--- config.mk ---
export PLATFORM = sky130hd
export DESIGN_NAME = axi4_write_arbiter
export DESIGN_NICKNAME = d
export VERILOG_FILES = /design/src/source/axi_wr_pkg.sv /design/src/source/axi4_write_arbiter.sv
export SDC_FILE = /design/constraint.sdc
export NUM_CORES = 1
export LEC_CHECK = 0
export ABC_AREA = 1
export ABC_CLOCK_PERIOD_IN_PS = 1500
export BUFFER_PORTS_ARGS = -buffer_cell sky130_fd_sc_hd__buf_2
export CORE_AREA = 2 2 131 133
export DETAILED_ROUTE_END_ITERATION = 7
export DIE_AREA = 0 0 133 135
export PLACE_DENSITY_LB_ADDON = 0.05
export SYNTH_ARGS = -nofsm -noshare
export SYNTH_HDL_FRONTEND = slang
export SYNTH_SLANG_ARGS = --single-unit
--- constraint.sdc ---
create_clock -name clk -period 1.5 [get_ports clk]
set_input_delay 0.15 -clock clk [delete_from_list [all_inputs] [get_ports clk]]
set_output_delay 0.15 -clock clk [all_outputs]
set_load 0.02 [all_outputs]
--- src/source/axi_wr_pkg.sv ---
// AXI4 write path shared types
// Field widths, burst and response codes, arbiter states

package axi_wr_pkg;

  // --------------------------------------------------------------------
  // AXI4 field types
  // --------------------------------------------------------------------

  // Beats in burst minus one
  typedef logic [7:0] axi_len_t;
  // Bytes per beat as a power of two
  typedef logic [2:0] axi_size_t;
  typedef logic [1:0] axi_burst_t;
  typedef logic [1:0] axi_resp_t;
  // Region tag, carried but not decoded
  typedef logic [3:0] axi_region_t;

  // Burst kinds, WRAP not supported
  localparam axi_burst_t BURST_FIXED = 2'd0;
  localparam axi_burst_t BURST_INCR  = 2'd1;

  // Write responses
  localparam axi_resp_t RESP_OKAY   = 2'd0;
  localparam axi_resp_t RESP_SLVERR = 2'd2;

  // --------------------------------------------------------------------
  // Arbiter FSM
  // --------------------------------------------------------------------

  typedef enum logic [1:0] {
    FIND_MST_AWVALID_E,
    WAIT_MST_WLAST_E,
    WAIT_FOR_BVALID_E
  } arb_state_t;

endpackage

--- src/source/axi4_write_arbiter.sv ---
// Round-robin AXI4 write arbiter
// Holds one master's grant from address handshake to write response

`timescale 1ns/1ps

module axi4_write_arbiter #(
  parameter int AXI_ID_WIDTH_P   = 4,
  parameter int AXI_ADDR_WIDTH_P = 16,
  parameter int AXI_DATA_WIDTH_P = 32,
  parameter int AXI_STRB_WIDTH_P = 4,
  parameter int NR_OF_MASTERS_P  = 3
) (
  input  logic clk,
  input  logic rst_n,

  // Master write address channels
  input  logic [NR_OF_MASTERS_P-1:0][AXI_ID_WIDTH_P-1:0]   mst_awid,
  input  logic [NR_OF_MASTERS_P-1:0][AXI_ADDR_WIDTH_P-1:0] mst_awaddr,
  input  axi_wr_pkg::axi_len_t    [NR_OF_MASTERS_P-1:0]    mst_awlen,
  input  axi_wr_pkg::axi_size_t   [NR_OF_MASTERS_P-1:0]    mst_awsize,
  input  axi_wr_pkg::axi_burst_t  [NR_OF_MASTERS_P-1:0]    mst_awburst,
  input  axi_wr_pkg::axi_region_t [NR_OF_MASTERS_P-1:0]    mst_awregion,
  input  logic [NR_OF_MASTERS_P-1:0]                       mst_awvalid,
  output logic [NR_OF_MASTERS_P-1:0]                       mst_awready,

  // Master write data channels
  input  logic [NR_OF_MASTERS_P-1:0][AXI_DATA_WIDTH_P-1:0] mst_wdata,
  input  logic [NR_OF_MASTERS_P-1:0][AXI_STRB_WIDTH_P-1:0] mst_wstrb,
  input  logic [NR_OF_MASTERS_P-1:0]                       mst_wlast,
  input  logic [NR_OF_MASTERS_P-1:0]                       mst_wvalid,
  output logic [NR_OF_MASTERS_P-1:0]                       mst_wready,

  // Master write response, id and resp shared
  output logic [AXI_ID_WIDTH_P-1:0]                        mst_bid,
  output axi_wr_pkg::axi_resp_t                            mst_bresp,
  output logic [NR_OF_MASTERS_P-1:0]                       mst_bvalid,
  input  logic [NR_OF_MASTERS_P-1:0]                       mst_bready,

  // Slave write address channel
  output logic [AXI_ID_WIDTH_P-1:0]                        slv_awid,
  output logic [AXI_ADDR_WIDTH_P-1:0]                      slv_awaddr,
  output axi_wr_pkg::axi_len_t                             slv_awlen,
  output axi_wr_pkg::axi_size_t                            slv_awsize,
  output axi_wr_pkg::axi_burst_t                           slv_awburst,
  output axi_wr_pkg::axi_region_t                          slv_awregion,
  output logic                                             slv_awvalid,
  input  logic                                             slv_awready,

  // Slave write data channel
  output logic [AXI_DATA_WIDTH_P-1:0]                      slv_wdata,
  output logic [AXI_STRB_WIDTH_P-1:0]                      slv_wstrb,
  output logic                                             slv_wlast,
  output logic                                             slv_wvalid,
  input  logic                                             slv_wready,

  // Slave write response channel
  input  logic [AXI_ID_WIDTH_P-1:0]                        slv_bid,
  input  axi_wr_pkg::axi_resp_t                            slv_bresp,
  input  logic                                             slv_bvalid,
  output logic                                             slv_bready
);

  import axi_wr_pkg::*;

  // Master index width, at least one bit
  localparam int MST_W_C = (NR_OF_MASTERS_P > 1) ? $clog2(NR_OF_MASTERS_P) : 1;
  localparam logic [MST_W_C-1:0] LAST_MST_C = MST_W_C'(NR_OF_MASTERS_P - 1);

  arb_state_t         state_q;
  // Round-robin search position
  logic [MST_W_C-1:0] rotating_mst_q;
  // Multiplexer select
  logic [MST_W_C-1:0] selected_mst_q;
  // Multiplexer enable
  logic               granted_q;

  // --------------------------------------------------------------------
  // Grant FSM
  // --------------------------------------------------------------------

  always_ff @(posedge clk or negedge rst_n) begin
    if (!rst_n) begin
      state_q        <= FIND_MST_AWVALID_E;
      rotating_mst_q <= '0;
      selected_mst_q <= '0;
      granted_q      <= 1'b0;
    end else begin
      case (state_q)
        FIND_MST_AWVALID_E: begin
          // Step one master per cycle, wrap at the last one
          if (rotating_mst_q == LAST_MST_C) begin
            rotating_mst_q <= '0;
          end else begin
            rotating_mst_q <= rotating_mst_q + 1'b1;
          end
          // Pointed master requests, grant shows next cycle
          if (mst_awvalid[rotating_mst_q]) begin
            selected_mst_q <= rotating_mst_q;
            granted_q      <= 1'b1;
            state_q        <= WAIT_MST_WLAST_E;
          end
        end
        WAIT_MST_WLAST_E: begin
          if (slv_wvalid && slv_wready && slv_wlast) begin
            state_q <= WAIT_FOR_BVALID_E;
          end
        end
        WAIT_FOR_BVALID_E: begin
          // Release on response handshake, pointer already past served master
          if (slv_bvalid && slv_bready) begin
            granted_q <= 1'b0;
            state_q   <= FIND_MST_AWVALID_E;
          end
        end
        default: begin
          state_q <= FIND_MST_AWVALID_E;
        end
      endcase
    end
  end

  // --------------------------------------------------------------------
  // Channel multiplexer
  // --------------------------------------------------------------------

  // Response payload broadcast, bvalid marks the owner
  assign mst_bid   = slv_bid;
  assign mst_bresp = slv_bresp;

  always_comb begin
    // Idle bus toward the slave
    slv_awid     = '0;
    slv_awaddr   = '0;
    slv_awlen    = '0;
    slv_awsize   = '0;
    slv_awburst  = '0;
    slv_awregion = '0;
    slv_awvalid  = 1'b0;
    slv_wdata    = '0;
    slv_wstrb    = '0;
    slv_wlast    = 1'b0;
    slv_wvalid   = 1'b0;
    slv_bready   = 1'b0;
    // Ungranted masters see no ready or bvalid
    mst_awready  = '0;
    mst_wready   = '0;
    mst_bvalid   = '0;

    if (granted_q) begin
      // Address channel
      slv_awid                    = mst_awid[selected_mst_q];
      slv_awaddr                  = mst_awaddr[selected_mst_q];
      slv_awlen                   = mst_awlen[selected_mst_q];
      slv_awsize                  = mst_awsize[selected_mst_q];
      slv_awburst                 = mst_awburst[selected_mst_q];
      slv_awregion                = mst_awregion[selected_mst_q];
      slv_awvalid                 = mst_awvalid[selected_mst_q];
      mst_awready[selected_mst_q] = slv_awready;
      // Data channel
      slv_wdata                   = mst_wdata[selected_mst_q];
      slv_wstrb                   = mst_wstrb[selected_mst_q];
      slv_wlast                   = mst_wlast[selected_mst_q];
      slv_wvalid                  = mst_wvalid[selected_mst_q];
      mst_wready[selected_mst_q]  = slv_wready;
      // Response channel
      mst_bvalid[selected_mst_q]  = slv_bvalid;
      slv_bready                  = mst_bready[selected_mst_q];
    end
  end

endmodule

==> results.md <==
- The number of unique standard cell types used by synthesis is 17.
- TritonCTS built the clock tree.
- Entering global routing, the biggest net connects 40 pins.
- The final estimated routing congestion in global placement is 0.850.
- The number of pins with negative max-slew slack in the final report is 0.
- In the final routed layout, each cell accounts on average for 15.7 um.
- The top layer reached by signal wires is met4.
- The number of hold-slack violations in the final timing report is 0.
- The starting utilization of the core area is 0.161.
- In this run the tightest slew margin relative to its limit is 0.784.
- For this run, the detailed router's first-pass iteration total came to 6.
- The number of levels the H-tree was split into is 1.
- Detailed placement ended at an HPWL of 11,700 um.
- In this run the worst hold path is classified as in2async.
- The leakage power figure is roughly 3.8 nW.
- The number of warnings reported in the yosys synthesis log is 0.
- The portion of the post-synthesis area used by sequential elements is 0.0664.
- In this run the vertical extent of the chip is about 140 um.
- Of all nets on the critical path, the largest fanout is 5.
- The number of global-route vias before repair was 4,574.
- Data on the critical path is required at its endpoint by 1350 ps.
- The routed layout has 4,875 vias.
- The slack of the worst reg-to-reg path is roughly 10 ps.
- The remaining antenna violation count after routing is 0.
- After clock tree synthesis, the clock-pin slew on the worst setup and hold paths is 40 ps.
- The boundary pin count is roughly 330.
- In this run the power density over the cells is approximately 2000 mW/mm^2.
- The arrival time at the worst endpoint is 1570 ps.
- The number of cells produced by synthesis is 569.
- The instance area at placement is 0.00447 mm^2.
- Derived from the worst setup path, the maximum achievable clock frequency is 0.580 GHz.
- The clock latency reported for the late side of the worst-skew pair is 230 ps.
- The number of standard-cell rows in the floorplan is 47.
- The run finished, with violations left.
- Summed over all nets, wire length on met3 after detailed routing comes to 1030 um.
- The clock arrives with around 3.4 ps of skew.
- In this run the mean area of a mapped cell was ~4.6 um^2.
- The total negative slack for setup checks is -14,600 ps.
- The minimum setup slack in the final design is -224 ps.
- The TritonCTS buffer count is 3.
- The top-area cell type share of the netlist area is 0.345.
- After detailed routing, the met2 layer carries 9160 um of wire.
- Setup repair after global routing could not meet its margin everywhere.
- The fraction of final layout cells with drive strength greater than 1 is 0.569.
- The post-synth net total is roughly 810.
- After detailed routing, the number of remaining DRC violations is 0.
- The most used flip-flop cell after synthesis is sky130_fd_sc_hd__dfrtp_1.
- Setup violations remaining at the end of the flow were counted as between 80 and 90.
- The clock tree root driver cell is sky130_fd_sc_hd__clkbuf_16.
- The async set-reset flop share out of synthesis is 1.00.
- Ranked by instance count, the synthesized netlist is headed by sky130_fd_sc_hd__nand2_1 (243), sky130_fd_sc_hd__nand3_1 (161), sky130_fd_sc_hd__inv_1 (86), sky130_fd_sc_hd__buf_4 (21), sky130_fd_sc_hd__nor2_1 (13).
- The count of buffers from port buffering is 321.
- Wires add up to ~18,000 um.
- After routing the design area is 0.00617 mm^2.
- The largest area contributor in the netlist is sky130_fd_sc_hd__nand2_1.
- For the pin with the worst max-slew slack, the measured transition is 323 ps.
- The cell area that synthesis handed to floorplanning was 0.00264 mm^2.
- The path type of the worst setup path is reg2out.
- Counting I/O delays and the setup requirement, the final critical path takes roughly 1700 ps.
- In this run the critical register-to-register path is launched from selected_mst_q[0].
- After detailed routing, the number of vias per cell comes to 4.36.
- The final cell count without fillers is between 1,000 and 1,500.
- The initial antenna violation count is 0.
- After the first detailed-routing iteration, the DRC count stood at 158.
- For this run, the total global-route usage over all layers was measured as 0.171.
- Including well taps, the total number of placed cells is ~1,100.
- After global routing the overflow that remains totals 0.
- Measured along the x axis, the die boundary spans 133 um.
- The worst reg-to-reg path cell count is 10.
- The synthesized design contains 7 register bits.
- In the finished design, the share of the clock period the worst path needs comes to 1.15.
- Yosys mapped a number of flops with a built-in enable equal to 0.
- The layout overhead on the synthesized area is 134%.
- The most common cell in the synthesized netlist is sky130_fd_sc_hd__nand2_1.
- The largest vdd supply drop is 0.725 mV.
- In this run the deepest clock path goes through 2 buffers.
- Max-cap violations in this run came to 0.
- The tree built by TritonCTS fans out to 7 sinks.
- The final reports fail on setup timing.
- The kind of start point of the critical path is a flip-flop.
- The wire length of the first global-routing pass is 24,600 um.
- 0 antenna diodes ended up in the layout.
- The die covers ~0.018 mm^2.
- The count of nets after finishing is ~1,100.
- The detailed-routing wirelength on met1 is 7040 um.
- The endpoint kind of the worst setup timing path is an output port.
- The area inside the core boundary is 0.0164 mm^2.
- The destination of the worst register-to-register timing path is state_q[1].
- After synthesis, the cell types taking the most area are sky130_fd_sc_hd__nand2_1 (35%), sky130_fd_sc_hd__nand3_1 (31%), sky130_fd_sc_hd__inv_1 (12%), sky130_fd_sc_hd__dfrtp_1 (6.6%), sky130_fd_sc_hd__buf_4 (6.0%).
==> per-stage QoR <==
stage,utilization,power (mW),hold slack (ps),worst slack [ps]
2_1_floorplan,-,5.23,-146,60.8
3_3_place_gp,0.273,7.59,2.35,-29.2
3_5_place_dp,0.273,7.61,-3.68,-48.2
4_1_cts,0.332,10.8,285,-245
5_1_grt,0.376,13.2,300,-298
6_report,0.376,12.4,278,-224
==> power by group <==
part,total (mW),leakage (nW),internal (mW),switching [mW]
combinational,11.5,3.65,5.35,6.14
sequential,0.398,0.0837,0.268,0.130
clock,0.461,0.0382,0.354,0.106
==> state kept, by name, summed over array words and instances (netlist names) <==
name / flops
selected_mst_q: 2
rotating_mst_q: 2
granted_q: 1
state_q: 2
==> logic make-up (layout without fill, tap and decap cells) <==
logic type      after synthesis  in the layout  synth area share
flops                         7              7            0.0664
simple gates                420            420             0.678
buf+inv                     135            464             0.240
compound gates                7              7            0.0152
==> how the worst max path moves through the flow <==
stage,slack (ps),end,from
finish,-220,slv_wdata[9],selected_mst_q[0]
global route,-300,slv_wdata[7],selected_mst_q[1]
CTS,-240,slv_awlen[2],selected_mst_q[1]
detailed placement,-50,slv_awaddr[9],selected_mst_q[1]
global placement,-30,slv_awaddr[7],selected_mst_q[1]
floorplan,60,mst_awready[0],selected_mst_q[0]
==> layout make-up <==
cell class | count | area (um^2)
Clock buffer | 4 | 78.8
Timing Repair Buffer | 372 | 2960
Inverter | 88 | 355
Sequential cell | 7 | 179
Tap cell | 220 | 275
Fill cell | 1854 | 10200
Multi-Input combinational cell | 427 | 2330
==> placed cells by master, fill, tap and decap left out <==
| cell type | count |
|---|---|
| sky130_fd_sc_hd__o21ai_0 | 4 |
| sky130_fd_sc_hd__clkinv_8 | 2 |
| sky130_fd_sc_hd__nor2_1 | 8 |
| sky130_fd_sc_hd__buf_2 | 237 |
| sky130_fd_sc_hd__clkbuf_16 | 8 |
| sky130_fd_sc_hd__buf_6 | 76 |
| sky130_fd_sc_hd__dfrtp_1 | 4 |
| sky130_fd_sc_hd__dlygate4sd3_1 | 1 |
| sky130_fd_sc_hd__nand2_2 | 42 |
| sky130_fd_sc_hd__nand2_1 | 186 |
| sky130_fd_sc_hd__nand3_4 | 1 |
| sky130_fd_sc_hd__inv_1 | 67 |
| sky130_fd_sc_hd__nor2_4 | 2 |
| sky130_fd_sc_hd__buf_12 | 14 |
| sky130_fd_sc_hd__inv_2 | 19 |
| sky130_fd_sc_hd__nand3_2 | 47 |
| sky130_fd_sc_hd__clkbuf_1 | 1 |
| sky130_fd_sc_hd__buf_16 | 8 |
| sky130_fd_sc_hd__nor2_2 | 4 |
| sky130_fd_sc_hd__nand2_4 | 15 |
| sky130_fd_sc_hd__nand3_1 | 113 |
| sky130_fd_sc_hd__nand2_8 | 1 |
| sky130_fd_sc_hd__o211ai_1 | 2 |
| sky130_fd_sc_hd__buf_4 | 25 |
| sky130_fd_sc_hd__dfrtp_2 | 3 |
| sky130_fd_sc_hd__o21ai_2 | 1 |
| sky130_fd_sc_hd__nand4_1 | 1 |
| sky130_fd_sc_hd__buf_8 | 6 |
==> metal layers <==
metal / up-vias / global-route usage
met1: 2228 / 0.207
met3: 26 / 0.0184
met4: 0 / 0.0388
li1: 2409 / -
met2: 212 / 0.324
met5: - / 0
==> worst max-delay path, stage by stage, from the launching register on <==
cell and delay (ps):
sky130_fd_sc_hd__dfrtp_2 430, sky130_fd_sc_hd__nor2_4 180, sky130_fd_sc_hd__buf_6 150, sky130_fd_sc_hd__buf_12 110
sky130_fd_sc_hd__buf_16 130, sky130_fd_sc_hd__nand2_4 40, sky130_fd_sc_hd__nand3_2 60, sky130_fd_sc_hd__nand2_1 50
sky130_fd_sc_hd__inv_1 70, sky130_fd_sc_hd__buf_6 110
==> timing repair <==
| item | 4_1_cts | 5_1_grt |
|---|---|---|
| endpoints found under the setup margin | 83 | 89 |
| pin swaps | 3 | 36 |
| hold buffers | 1 | 0 |
| hold endpoints to repair | 7 | 0 |
| setup buffers | 16 | 2 |
| gates resized for setup | 172 | 175 |
| gates cloned | 9 | 6 |
(Power assumes the default switching activity.)
