--- config.mk ---
export PLATFORM = sky130hd
export DESIGN_NAME = axi4_write_slave
export DESIGN_NICKNAME = d
export VERILOG_FILES = /design/src/source/axi_wr_pkg.sv /design/src/source/axi4_write_slave.sv
export SDC_FILE = /design/constraint.sdc
export NUM_CORES = 1
export LEC_CHECK = 0
export BUFFER_PORTS_ARGS = -buffer_cell sky130_fd_sc_hd__buf_2
export CAP_MARGIN = 20
export CORE_MARGIN = 1
export CORE_UTILIZATION = 47
export DETAILED_ROUTE_END_ITERATION = 12
export GPL_TIMING_DRIVEN = 0
export PLACE_DENSITY_LB_ADDON = 0.3
export SLEW_MARGIN = 20
export SYNTH_ARGS = -nofsm -noshare
export SYNTH_HDL_FRONTEND = slang
export SYNTH_SLANG_ARGS = --single-unit
--- constraint.sdc ---
create_clock -name clk -period 3 [get_ports clk]
set_input_delay 0.6 -clock clk [delete_from_list [all_inputs] [get_ports clk]]
set_output_delay 0.6 -clock clk [all_outputs]
set_load 0.03 [all_outputs]
--- src/source/axi_wr_pkg.sv ---
// AXI4 write path shared types
// Field widths, burst and response codes, arbiter states

package axi_wr_pkg;

  // --------------------------------------------------------------------
  // AXI4 field types
  // --------------------------------------------------------------------

  // Beats in burst minus one
  typedef logic [7:0] axi_len_t;
  // Bytes per beat as a power of two
  typedef logic [2:0] axi_size_t;
  typedef logic [1:0] axi_burst_t;
  typedef logic [1:0] axi_resp_t;
  // Region tag, carried but not decoded
  typedef logic [3:0] axi_region_t;

  // Burst kinds, WRAP not supported
  localparam axi_burst_t BURST_FIXED = 2'd0;
  localparam axi_burst_t BURST_INCR  = 2'd1;

  // Write responses
  localparam axi_resp_t RESP_OKAY   = 2'd0;
  localparam axi_resp_t RESP_SLVERR = 2'd2;

  // --------------------------------------------------------------------
  // Arbiter FSM
  // --------------------------------------------------------------------

  typedef enum logic [1:0] {
    FIND_MST_AWVALID_E,
    WAIT_MST_WLAST_E,
    WAIT_FOR_BVALID_E
  } arb_state_t;

endpackage

--- src/source/axi4_write_slave.sv ---
// AXI4 write slave in front of a word RAM
// Steps INCR and FIXED burst addresses, drops out-of-range beats with SLVERR

`timescale 1ns/1ps

module axi4_write_slave #(
  parameter int AXI_ID_WIDTH_P   = 4,
  parameter int AXI_ADDR_WIDTH_P = 16,
  parameter int AXI_DATA_WIDTH_P = 32,
  parameter int AXI_STRB_WIDTH_P = 4,
  parameter int MEM_WORDS_P      = 256
) (
  input  logic clk,
  input  logic rst_n,

  // Write address channel
  input  logic [AXI_ID_WIDTH_P-1:0]       slv_awid,
  input  logic [AXI_ADDR_WIDTH_P-1:0]     slv_awaddr,
  input  axi_wr_pkg::axi_len_t            slv_awlen,
  input  axi_wr_pkg::axi_size_t           slv_awsize,
  input  axi_wr_pkg::axi_burst_t          slv_awburst,
  input  logic                            slv_awvalid,
  output logic                            slv_awready,

  // Write data channel
  input  logic [AXI_DATA_WIDTH_P-1:0]     slv_wdata,
  input  logic [AXI_STRB_WIDTH_P-1:0]     slv_wstrb,
  input  logic                            slv_wlast,
  input  logic                            slv_wvalid,
  output logic                            slv_wready,

  // Write response channel
  output logic [AXI_ID_WIDTH_P-1:0]       slv_bid,
  output axi_wr_pkg::axi_resp_t           slv_bresp,
  output logic                            slv_bvalid,
  input  logic                            slv_bready,

  // RAM write port
  output logic                            mem_we,
  output logic [$clog2(MEM_WORDS_P)-1:0]  mem_waddr,
  output logic [AXI_STRB_WIDTH_P-1:0]     mem_wstrb,
  output logic [AXI_DATA_WIDTH_P-1:0]     mem_wdata
);

  import axi_wr_pkg::*;

  localparam int MEM_ADDR_W_C = $clog2(MEM_WORDS_P);
  localparam logic [AXI_ADDR_WIDTH_P-1:0] MEM_WORDS_C = AXI_ADDR_WIDTH_P'(MEM_WORDS_P);

  typedef enum logic [1:0] {
    SLV_IDLE_E,
    SLV_DATA_E,
    SLV_RESP_E
  } slv_state_t;

  slv_state_t state_q;
  // Sticky range or length error
  logic       err_q;
  // Beats taken so far, one bit wider than len
  logic [8:0] beat_cnt_q;

  // Burst context, loaded on the address handshake
  logic [AXI_ID_WIDTH_P-1:0]   id_q;
  logic [AXI_ADDR_WIDTH_P-1:0] addr_q;
  axi_len_t                    len_q;
  axi_size_t                   size_q;
  axi_burst_t                  burst_q;

  logic                        aw_hs;
  logic                        w_hs;
  logic [AXI_ADDR_WIDTH_P-1:0] word_idx;
  logic                        beat_ok;

  assign aw_hs = slv_awvalid && slv_awready;
  assign w_hs  = slv_wvalid && slv_wready;

  // Byte address to word index, low bits ignored
  assign word_idx = addr_q >> 2;
  // Beat must land in the RAM and stay within awlen
  assign beat_ok  = (word_idx < MEM_WORDS_C) && (beat_cnt_q <= {1'b0, len_q});

  // --------------------------------------------------------------------
  // Channel handshakes
  // --------------------------------------------------------------------

  assign slv_awready = (state_q == SLV_IDLE_E);
  assign slv_wready  = (state_q == SLV_DATA_E);
  assign slv_bvalid  = (state_q == SLV_RESP_E);
  assign slv_bid     = id_q;
  assign slv_bresp   = err_q ? RESP_SLVERR : RESP_OKAY;

  // RAM write on the W handshake edge
  assign mem_we    = w_hs && beat_ok;
  assign mem_waddr = word_idx[MEM_ADDR_W_C-1:0];
  assign mem_wstrb = slv_wstrb;
  assign mem_wdata = slv_wdata;

  // --------------------------------------------------------------------
  // Control FSM
  // --------------------------------------------------------------------

  always_ff @(posedge clk or negedge rst_n) begin
    if (!rst_n) begin
      state_q    <= SLV_IDLE_E;
      err_q      <= 1'b0;
      beat_cnt_q <= '0;
    end else begin
      case (state_q)
        SLV_IDLE_E: begin
          if (aw_hs) begin
            err_q      <= 1'b0;
            beat_cnt_q <= '0;
            state_q    <= SLV_DATA_E;
          end
        end
        SLV_DATA_E: begin
          if (w_hs) begin
            beat_cnt_q <= beat_cnt_q + 1'b1;
            if (!beat_ok) begin
              err_q <= 1'b1;
            end
            // Response follows the last beat
            if (slv_wlast) begin
              state_q <= SLV_RESP_E;
            end
          end
        end
        SLV_RESP_E: begin
          // Low bready stalls here
          if (slv_bready) begin
            state_q <= SLV_IDLE_E;
          end
        end
        default: begin
          state_q <= SLV_IDLE_E;
        end
      endcase
    end
  end

  // --------------------------------------------------------------------
  // Burst address stepping
  // --------------------------------------------------------------------

  always_ff @(posedge clk) begin
    if (aw_hs) begin
      id_q    <= slv_awid;
      addr_q  <= slv_awaddr;
      len_q   <= slv_awlen;
      size_q  <= slv_awsize;
      burst_q <= slv_awburst;
    end else if (w_hs && (burst_q != BURST_FIXED)) begin
      // INCR steps by the beat size, FIXED holds
      addr_q <= addr_q + (AXI_ADDR_WIDTH_P'(1) << size_q);
    end
  end

endmodule

==> flow_metrics.py, run 1 <==
metrics = {
    "outcome": {
        "status": "completed",
    },
    "synth": {
        "synth_commonest_cells": "buf_4 (47), edfxtp_1 (33), nand2_1 (30)",
        "synth.most_common_cell": "buf_4",
        "netlist_instances": 276,
        "synth_fp_nets": 369,
        "ys_seq_elements": 45,
        "synth_top_area_frac": 0.350,
        "ys_types": 44,
        "ys.flop_type": "edfxtp_1",
        "yosysWarnings": 0,
        "synth_edf_count": 33,
        "ys_async_sr_fraction": 0.267,
        "syn-cell-area_mm2": 0.00284,
        "ys_seq_area_frac": 0.455,
        "synthTopCellsByArea": "edfxtp_1 (35%), buf_4 (12%), dfrtp_1 (11%)",
        "yosysTopAreaCell": "edfxtp_1",
        "avgSynthCellArea_um2": 10.3,
    },
    "floorplan": {
        "die_w_um": 79.7,
        "ios": 129,
        "fp.dieH_um": 79.7,
        "dieArea_mm2": 0.00635,
        "rows": 27,
        "start_util": 0.500,
        "core-area_mm2": 0.00568,
    },
    "setup_path": {
        "critPathRequiredTime_ns": 2.40,
        "worstPathArrival_ns": 2.13,
        "end_kind": "output port",
        "cp_cell_sequence": "ha_1, and3_1, a221oi_1, o31ai_1, nand2_1, and3_1, buf_2",
        "crit_fanout": 6,
        "critPathMaxStageDelay_ns": 0.49,
        "cp_slowest_cell": "dfrtp_1",
        "cp_common_cell": "and3_1",
        "cp-start-kind": "flop",
        "criticalPathCategory": "reg -> out",
    },
    "clock_network": {
        "cts_root_buf": "clkbuf_8",
        "clock-sinks": 45,
        "worst_skew_pair.late_latency_ns": 0.31,
        "cts_htree_levels": 2,
        "clk_path_buf_depth": 2,
        "cts_buffers": 5,
        "cts.clk_slew.worst_paths_ns": 0.09,
        "cts.repair.resized": 0,
        "ctsHoldBuffers": 0,
        "postCtsSetupRepairBufs": 0,
        "cts_tree": "done",
    },
    "global_route": {
        "grt_usage": 0.175,
        "antenna_found_initial": 0,
        "grt_pass1_wl_um": 8390,
        "overflow": 0,
        "grt_max_degree": 27,
        "grt_pass1_vias": 1934,
    },
    "timing": {
        "fin_crit_sh": 0.910,
        "holdWs_ns": 0.156,
        "max_slew.worst_pin.slew_ns": 0.722,
        "hold_viol_final": 0,
        "fmax_mhz": 366,
        "rsz0062_at_grt": "no",
        "final_max_slew_viol_count": 0,
        "slew_headroom": 0.517,
        "setup_viol": 0,
        "period_minus_slack_ns": 2.73,
        "worst_slack_ns": 0.271,
        "tns_ns": 0,
        "finClkSkew_ns": 0.00697,
    },
    "routing": {
        "post-route-drc-count": 0,
        "viasPerCell": 4.86,
        "vias": 2171,
        "drtPass1Iterations": 4,
        "drt_iter0_drc": 50,
        "drtAntennaViolNets": 0,
        "wirelength_um": 5300,
        "avgRoutedWirePerCell_um": 11.9,
    },
    "final_layout": {
        "design_area_mm2": 0.00347,
        "antenna_cells": 0,
        "drive_above_1_share": 0.405,
        "layout.nets": 467,
        "area_delta_synth_final_pct": 22.4,
    },
    "place": {
        "place_congestion": 0.860,
        "portBuffers": 91,
        "dp_slack_ns": 0.351,
        "place_area_mm2": 0.00338,
        "hpwl_um": 4080,
    },
    "power_and_ir_drop": {
        "p_total_mw": 2.74,
        "peakVddDrop_v": 0.000414,
        "leakage_nw": 1.71,
        "powerDensity_mw_per_mm2": 789,
    },
    "min_path": {
        "hp-class": "in -> async",
    },
    "job": {
        "drv_cap": 0,
    },
}
==> worst max-delay path: cells and delay by family, from the launching register on <==
kind | cells | cell delay (ns)
AOI/OAI and AO/OA | 2 | 0.39
and+or+nand+nor | 3 | 0.43
DFF | 1 | 0.49
adders and majority gates | 1 | 0.32
buffers and inverters | 1 | 0.20
==> registers in the layout, summed over array words and instances, names as in the netlist <==
register / cells
size_q: 3
err_q: 1
state_q: 2
burst_q: 2
beat_cnt_q: 9
slv_bid: 4
len_q: 8
addr_q: 16
==> cell usage in the layout (no fill, tap or decap), types with 2 or more instances in the layout <==
| master | Yosys | routed |
|---|---|---|
| nand2_1 | 30 | 30 |
| dfrtp_1 | 12 | 12 |
| nand3_1 | 2 | 2 |
| or3_1 | 2 | 2 |
| buf_4 | 47 | 47 |
| o21ai_0 | 19 | 19 |
| ha_1 | 17 | 17 |
| o211ai_1 | 3 | 3 |
| xnor2_1 | 2 | 2 |
| nor3b_1 | 4 | 4 |
| inv_1 | 11 | 11 |
| a31oi_1 | 2 | 2 |
| nor3_1 | 2 | 2 |
| nand4_1 | 4 | 4 |
| clkbuf_8 | 0 | 5 |
| xor2_1 | 16 | 16 |
| o21ai_1 | 2 | 2 |
| nor2b_1 | 3 | 3 |
| and3_1 | 9 | 9 |
| a21o_1 | 6 | 6 |
| buf_2 | 1 | 92 |
| edfxtp_1 | 33 | 33 |
| nor2_1 | 15 | 15 |
| clkbuf_1 | 3 | 3 |
| a21oi_1 | 11 | 11 |
==> layout make-up <==
type                       count  area, um2
sequential                    45       1290
clock buffer                   5       68.8
tap                           72       90.1
inverter                      12       45.0
clock inverter                 3       21.3
multi-input combinational    168       1130
fill                         495       2200
buffer                        51        369
timing repair buffer          91        455
==> worst paths after layout <==
check                         startpoint            end  slack [ns]  depth (start not counted)
hold / removal                     rst_n  beat_cnt_q[0]        0.16                          1
setup reg to reg               size_q[1]     addr_q[14]        0.28                          9
hold reg to reg                    err_q          err_q        0.56                          2
setup / recovery           beat_cnt_q[2]         mem_we        0.27                          7
max in group asynchronous          rst_n  beat_cnt_q[7]        2.62                          1
min in group clk             slv_awid[0]     slv_bid[0]        0.46                          1
==> per-stage QoR <==
step / cells / utilization
final: 447 / 0.612
after global routing: 447 / 0.612
after CTS: 447 / 0.612
after detailed placement: 439 / 0.596
after global placement: 439 / 0.596
after floorplan: 276 / -
==> layer usage <==
metal  up-vias  GRT usage  wire, um
li1       1116          -         -
met1       958      0.200      2260
met2        88      0.300      2580
met3         9     0.0434       362
met4         0     0.0891        90
met5         -          0         0
==> kinds of logic (layout without fill, tap and decap cells) <==
family,count (synthesis),after routing,share of synthesized area
AO/OA/AOI/OAI,51,51,0.110
XOR/XNOR,18,18,0.0556
adder cells (fa/ha/maj),18,18,0.0821
buffers and inverters,63,162,0.146
flip-flops,45,45,0.455
multiplexers,1,1,0.00397
other,1,1,0.00132
AND/OR/NAND/NOR,79,79,0.146
==> power by group <==
part	switching (mW)	internal (mW)	leakage, nW
Clock	0.218	0.166	0.0462
Sequential	0.154	0.946	0.473
Combinational	0.747	0.508	1.19
Note: power is estimated with default switching activity, not from simulation.
==> run 2: changes to the inputs <==
RECOVER_POWER = 100   (was not set)
==> run 2 against run 1 <==
First-iteration DRC count grew 48%. Largest power group unchanged. Worst setup slack lost 0.010 ns. Fmax shrank 0.37%. Power shrank 1.9%. Count of clock-buffer cells in the layout is the same. Register-to-register slack gained 0.02 ns. Final area shrank 2.3%. Critical endpoint unchanged.
==> flow_metrics.py, run 2 (synthesis gave the netlist of run 1 again) <==
metrics = {
    "outcome": {
        "status": "completed",
    },
    "min_path": {
        "hp-class": "in -> async",
    },
    "power_and_ir_drop": {
        "powerDensity_mw_per_mm2": 793,
        "p_comb_frac": 0.448,
        "p_sw_mw": 1.12,
        "switching_share": 0.416,
        "leakage_nw": 1.54,
        "clkPwrFrac": 0.143,
        "p_int_mw": 1.57,
        "p_seq_frac": 0.409,
        "p_total_mw": 2.69,
        "peakVddDrop_v": 0.000415,
    },
    "setup_path": {
        "critPathRequiredTime_ns": 2.40,
        "worstPathArrival_ns": 2.14,
        "cp_slowest_cell": "dfrtp_1",
        "cp_cell_sequence": "ha_1, and3_1, a221oi_1, o31ai_1, nand2_1, and3_1, clkbuf_2",
        "end_kind": "output port",
        "criticalPathCategory": "reg -> out",
        "critPathMaxStageDelay_ns": 0.48,
        "cp-start-kind": "flop",
        "cp.depth": 7,
        "crit_fanout": 6,
        "rr_worst_depth": 9,
        "cp_common_cell": "and3_1",
        "path_buf_inv": 1,
        "cp_top_family": "flip-flops",
    },
    "final_layout": {
        "reg_top3": "addr_q x16, beat_cnt_q x9, len_q x8",
        "top_register": "addr_q",
        "area_delta_synth_final_pct": 19.5,
        "final_cell_mix": "clkbuf_1 (58), buf_4 (46), buf_2 (37)",
        "fill_cells": 528,
        "seq_area_mm2": 0.00129,
        "antenna_cells": 0,
        "final-instance-count-excl-fill": 447,
        "multiInputGateArea_mm2": 0.00112,
        "final_common_cell": "clkbuf_1",
        "drive_above_1_share": 0.251,
        "layout.nets": 467,
        "design_area_mm2": 0.00339,
        "largest_register_ffs": 16,
    },
    "timing": {
        "slew_headroom": 0.162,
        "fmax_mhz": 365,
        "finClkSkew_ns": 0.00791,
        "max_slew.worst_pin.slew_ns": 1.26,
        "setup_viol": 0,
        "final_max_slew_viol_count": 0,
        "holdWs_ns": 0.286,
        "period_minus_slack_ns": 2.74,
        "tns_ns": 0,
        "fin_crit_sh": 0.913,
        "hold_viol_final": 0,
        "rsz0062_at_grt": "no",
    },
    "clock_network": {
        "cts.clk_slew.worst_paths_ns": 0.09,
        "cts_tree": "done",
        "worst_skew_pair.late_latency_ns": 0.31,
        "cts_root_buf": "clkbuf_8",
        "clock-sinks": 45,
        "cts_htree_levels": 2,
        "cts.repair.resized": 0,
        "postCtsSetupRepairBufs": 0,
        "ctsHoldBuffers": 0,
        "cts_buffers": 5,
        "clk_path_buf_depth": 2,
    },
    "routing": {
        "post-route-drc-count": 0,
        "vias": 2184,
        "drtPass1Iterations": 4,
        "drtAntennaViolNets": 0,
        "drt_iter0_drc": 74,
        "viasPerCell": 4.89,
        "avgRoutedWirePerCell_um": 12.0,
        "wirelength_um": 5340,
    },
    "floorplan": {
        "rows": 27,
        "core-area_mm2": 0.00568,
        "ios": 129,
        "die_w_um": 79.7,
        "fp.dieH_um": 79.7,
        "start_util": 0.500,
        "dieArea_mm2": 0.00635,
    },
    "place": {
        "portBuffers": 91,
        "dpl.cell_count": 439,
        "place_congestion": 0.860,
        "place_area_mm2": 0.00338,
        "hpwl_um": 4080,
    },
    "global_route": {
        "grt_max_degree": 27,
        "antenna_found_initial": 0,
        "grt_pass1_vias": 1934,
        "overflow": 0,
        "grt_usage": 0.175,
        "grt_pass1_wl_um": 8390,
    },
    "job": {
        "drv_cap": 0,
    },
}
[run 2: cell types whose count changed in the layout (fill, tap and decap cells not counted), sizes merged]
cell and delta:
clkbuf +56, buf -56
[run 2: worst paths after layout]
kind / from / to / slack (ns)
max in group asynchronous: rst_n / beat_cnt_q[7] / 2.29
min reg2reg: err_q / err_q / 0.56
min: rst_n / beat_cnt_q[0] / 0.29
max: beat_cnt_q[2] / mem_we / 0.26
min in group clk: slv_awid[0] / slv_bid[0] / 0.46
max reg2reg: size_q[0] / addr_q[14] / 0.30
[run 2: metrics by stage]
stage	utilization	setup slack, ns
4_1_cts	0.612	0.248
3_5_place_dp	0.596	0.351
6_report	0.597	0.261
2_1_floorplan	-	0.614
3_3_place_gp	0.596	0.411
5_1_grt	0.597	0.0563
[run 2: cell type report]
type | instances | share of cell area
clock buffers | 5 | 0.0203
clock inverters | 3 | 0.00628
well taps | 72 | 0.0266
plain buffers | 51 | 0.107
flip-flops and latches | 45 | 0.381
multi-input cells | 168 | 0.330
inverters | 12 | 0.0133
repair buffers | 91 | 0.115
[run 2: power by group through the flow]
stage	Clock [mW]	Sequential, mW	Combinational, mW
after floorplan	0	1.09	0.969
after global routing	0.413	1.13	1.33
after global placement	0	1.11	1.23
after detailed placement	0	1.11	1.26
final	0.383	1.10	1.20
after CTS	0.397	1.10	1.27
[run 2: layer usage]
metal | up-vias | track usage | wire length [um]
li1 | 1119 | - | -
met5 | - | 0 | 0
met3 | 9 | 0.0434 | 394
met2 | 91 | 0.300 | 2630
met1 | 965 | 0.200 | 2230
met4 | 0 | 0.0891 | 90
==> run 3: changes to the inputs <==
GPL_TIMING_DRIVEN = 1   (was 0)
SETUP_SLACK_MARGIN = 0.02   (was not set)
==> run 3 against run 2 <==
Worst hold slack better by 0.018 ns. Fmax increased by 2.5%. Register-to-register slack improved by 0.04 ns. Final area is 15% lower. Core utilization fell by 8.8 points. Clock skew about the same. Sequential share of layout area is 6.6 points higher. Highest routed layer unchanged. Clock power barely moved. Count of clock-buffer cells in the layout grew 3.
==> flow_metrics.py, run 3 (synthesis gave the netlist of run 1 again) <==
metrics = {
    "outcome": {
        "status": "completed",
    },
    "timing": {
        "final_max_slew_viol_count": 0,
        "worst_slack_ns": 0.328,
        "finClkSkew_ns": 0.00797,
        "rsz0062_at_grt": "no",
        "fmax_mhz": 374,
        "setup_viol": 0,
        "tns_ns": 0,
        "hold_viol_final": 0,
        "period_minus_slack_ns": 2.67,
        "holdWs_ns": 0.304,
        "slew_headroom": 0.234,
        "max_slew.worst_pin.slew_ns": 1.15,
        "fin_crit_sh": 0.891,
    },
    "floorplan": {
        "die_w_um": 79.7,
        "rows": 27,
        "start_util": 0.500,
        "core-area_mm2": 0.00568,
        "dieArea_mm2": 0.00635,
        "fp.dieH_um": 79.7,
        "ios": 129,
    },
    "clock_network": {
        "cts.repair.resized": 0,
        "cts_buffers": 5,
        "postCtsSetupRepairBufs": 0,
        "clk_path_buf_depth": 2,
        "cts_tree": "done",
        "cts_root_buf": "clkbuf_8",
        "cts_htree_levels": 2,
        "clock-sinks": 45,
        "worst_skew_pair.late_latency_ns": 0.29,
        "ctsHoldBuffers": 0,
        "cts.clk_slew.worst_paths_ns": 0.08,
    },
    "place": {
        "dp_slack_ns": 0.425,
        "hpwl_um": 3580,
        "place_area_mm2": 0.00285,
        "place_congestion": 0.818,
        "portBuffers": 55,
    },
    "routing": {
        "drtPass1Iterations": 4,
        "drtAntennaViolNets": 0,
        "wirelength_um": 4820,
        "avgRoutedWirePerCell_um": 13.3,
        "vias": 1907,
        "drt_iter0_drc": 59,
        "viasPerCell": 5.25,
        "post-route-drc-count": 0,
    },
    "global_route": {
        "grt_max_degree": 31,
        "grt_usage": 0.167,
        "grt_pass1_wl_um": 8230,
        "grt_pass1_vias": 1919,
        "overflow": 0,
        "antenna_found_initial": 0,
    },
    "final_layout": {
        "layout.nets": 383,
        "fill_cells": 535,
        "final_util": 0.509,
        "antenna_cells": 0,
        "seq_area_mm2": 0.00129,
        "design_area_mm2": 0.00289,
        "final_cell_mix": "buf_2 (37), edfxtp_1 (33), nand2_1 (30)",
        "final_common_cell": "buf_2",
        "largest_register_ffs": 16,
        "area_delta_synth_final_pct": 1.94,
        "reg_top3": "addr_q x16, beat_cnt_q x9, len_q x8",
        "drive_above_1_share": 0.162,
        "top_register": "addr_q",
        "multiInputGateArea_mm2": 0.00110,
    },
    "power_and_ir_drop": {
        "peakVddDrop_v": 0.000363,
        "p_sw_mw": 0.995,
        "switching_share": 0.402,
        "p_seq_frac": 0.441,
        "leakage_nw": 1.26,
        "powerDensity_mw_per_mm2": 857,
        "p_comb_frac": 0.406,
        "p_int_mw": 1.48,
        "clkPwrFrac": 0.154,
    },
    "setup_path": {
        "cp-start-kind": "flop",
        "end_kind": "output port",
        "worstPathArrival_ns": 2.07,
        "crit_fanout": 4,
        "critPathRequiredTime_ns": 2.40,
        "criticalPathCategory": "reg -> out",
    },
    "min_path": {
        "hp-class": "in -> async",
    },
    "job": {
        "drv_cap": 0,
    },
}
[run 3: cell count changes in the layout (fill, tap and decap cells not counted), sizes merged]
cell,before,now
buf,83,38
clkbuf,64,28
clkinv,2,1
inv,13,11
[run 3: layer usage]
layer / global-route usage / up-vias / wire length, um
met5: 0 / - / 0
met4: 0.0745 / 0 / 68
met3: 0.0537 / 12 / 325
met2: 0.276 / 72 / 2250
met1: 0.197 / 873 / 2180
li1: - / 950 / -
[run 3: power groups by stage]
| stage | clock, mW | combinational, mW | sequential (mW) |
|---|---|---|---|
| finish | 0.381 | 1.00 | 1.09 |
| global route | 0.416 | 1.14 | 1.12 |
| CTS | 0.397 | 1.07 | 1.10 |
| detailed placement | 0 | 1.06 | 1.11 |
| global placement | 0 | 1.05 | 1.11 |
| floorplan | 0 | 0.969 | 1.09 |
[run 3: stage by stage]
step / std cells / power [mW]
global route: 363 / 2.68
global placement: 355 / 2.15
finish: 363 / 2.48
detailed placement: 355 / 2.17
floorplan: 276 / 2.06
CTS: 363 / 2.56
[run 3: worst paths after layout]
| path | cells after the start | start | end | slack, ns |
|---|---|---|---|---|
| max | 4 | addr_q[11] | mem_we | 0.33 |
| max reg2reg | 9 | size_q[1] | addr_q[12] | 0.34 |
| min | 1 | rst_n | beat_cnt_q[5] | 0.30 |
| max in group asynchronous | 1 | rst_n | beat_cnt_q[1] | 2.27 |
| min in group clk | 1 | slv_awsize[0] | size_q[0] | 0.49 |
| min reg2reg | 2 | err_q | err_q | 0.55 |
[run 3: final cells by class]
class,instances,area share
multi-input combinational,168,0.382
tap,72,0.0312
timing repair buffer,58,0.0931
clock buffer,8,0.0312
sequential,45,0.447
inverter,12,0.0156
[run 3: critical path, cell delays in order, from the launching register on]
cell      delay [ns]
edfxtp_1        0.45
or4_1           0.53
nor4_1          0.38
and3_1          0.22
clkbuf_2        0.20
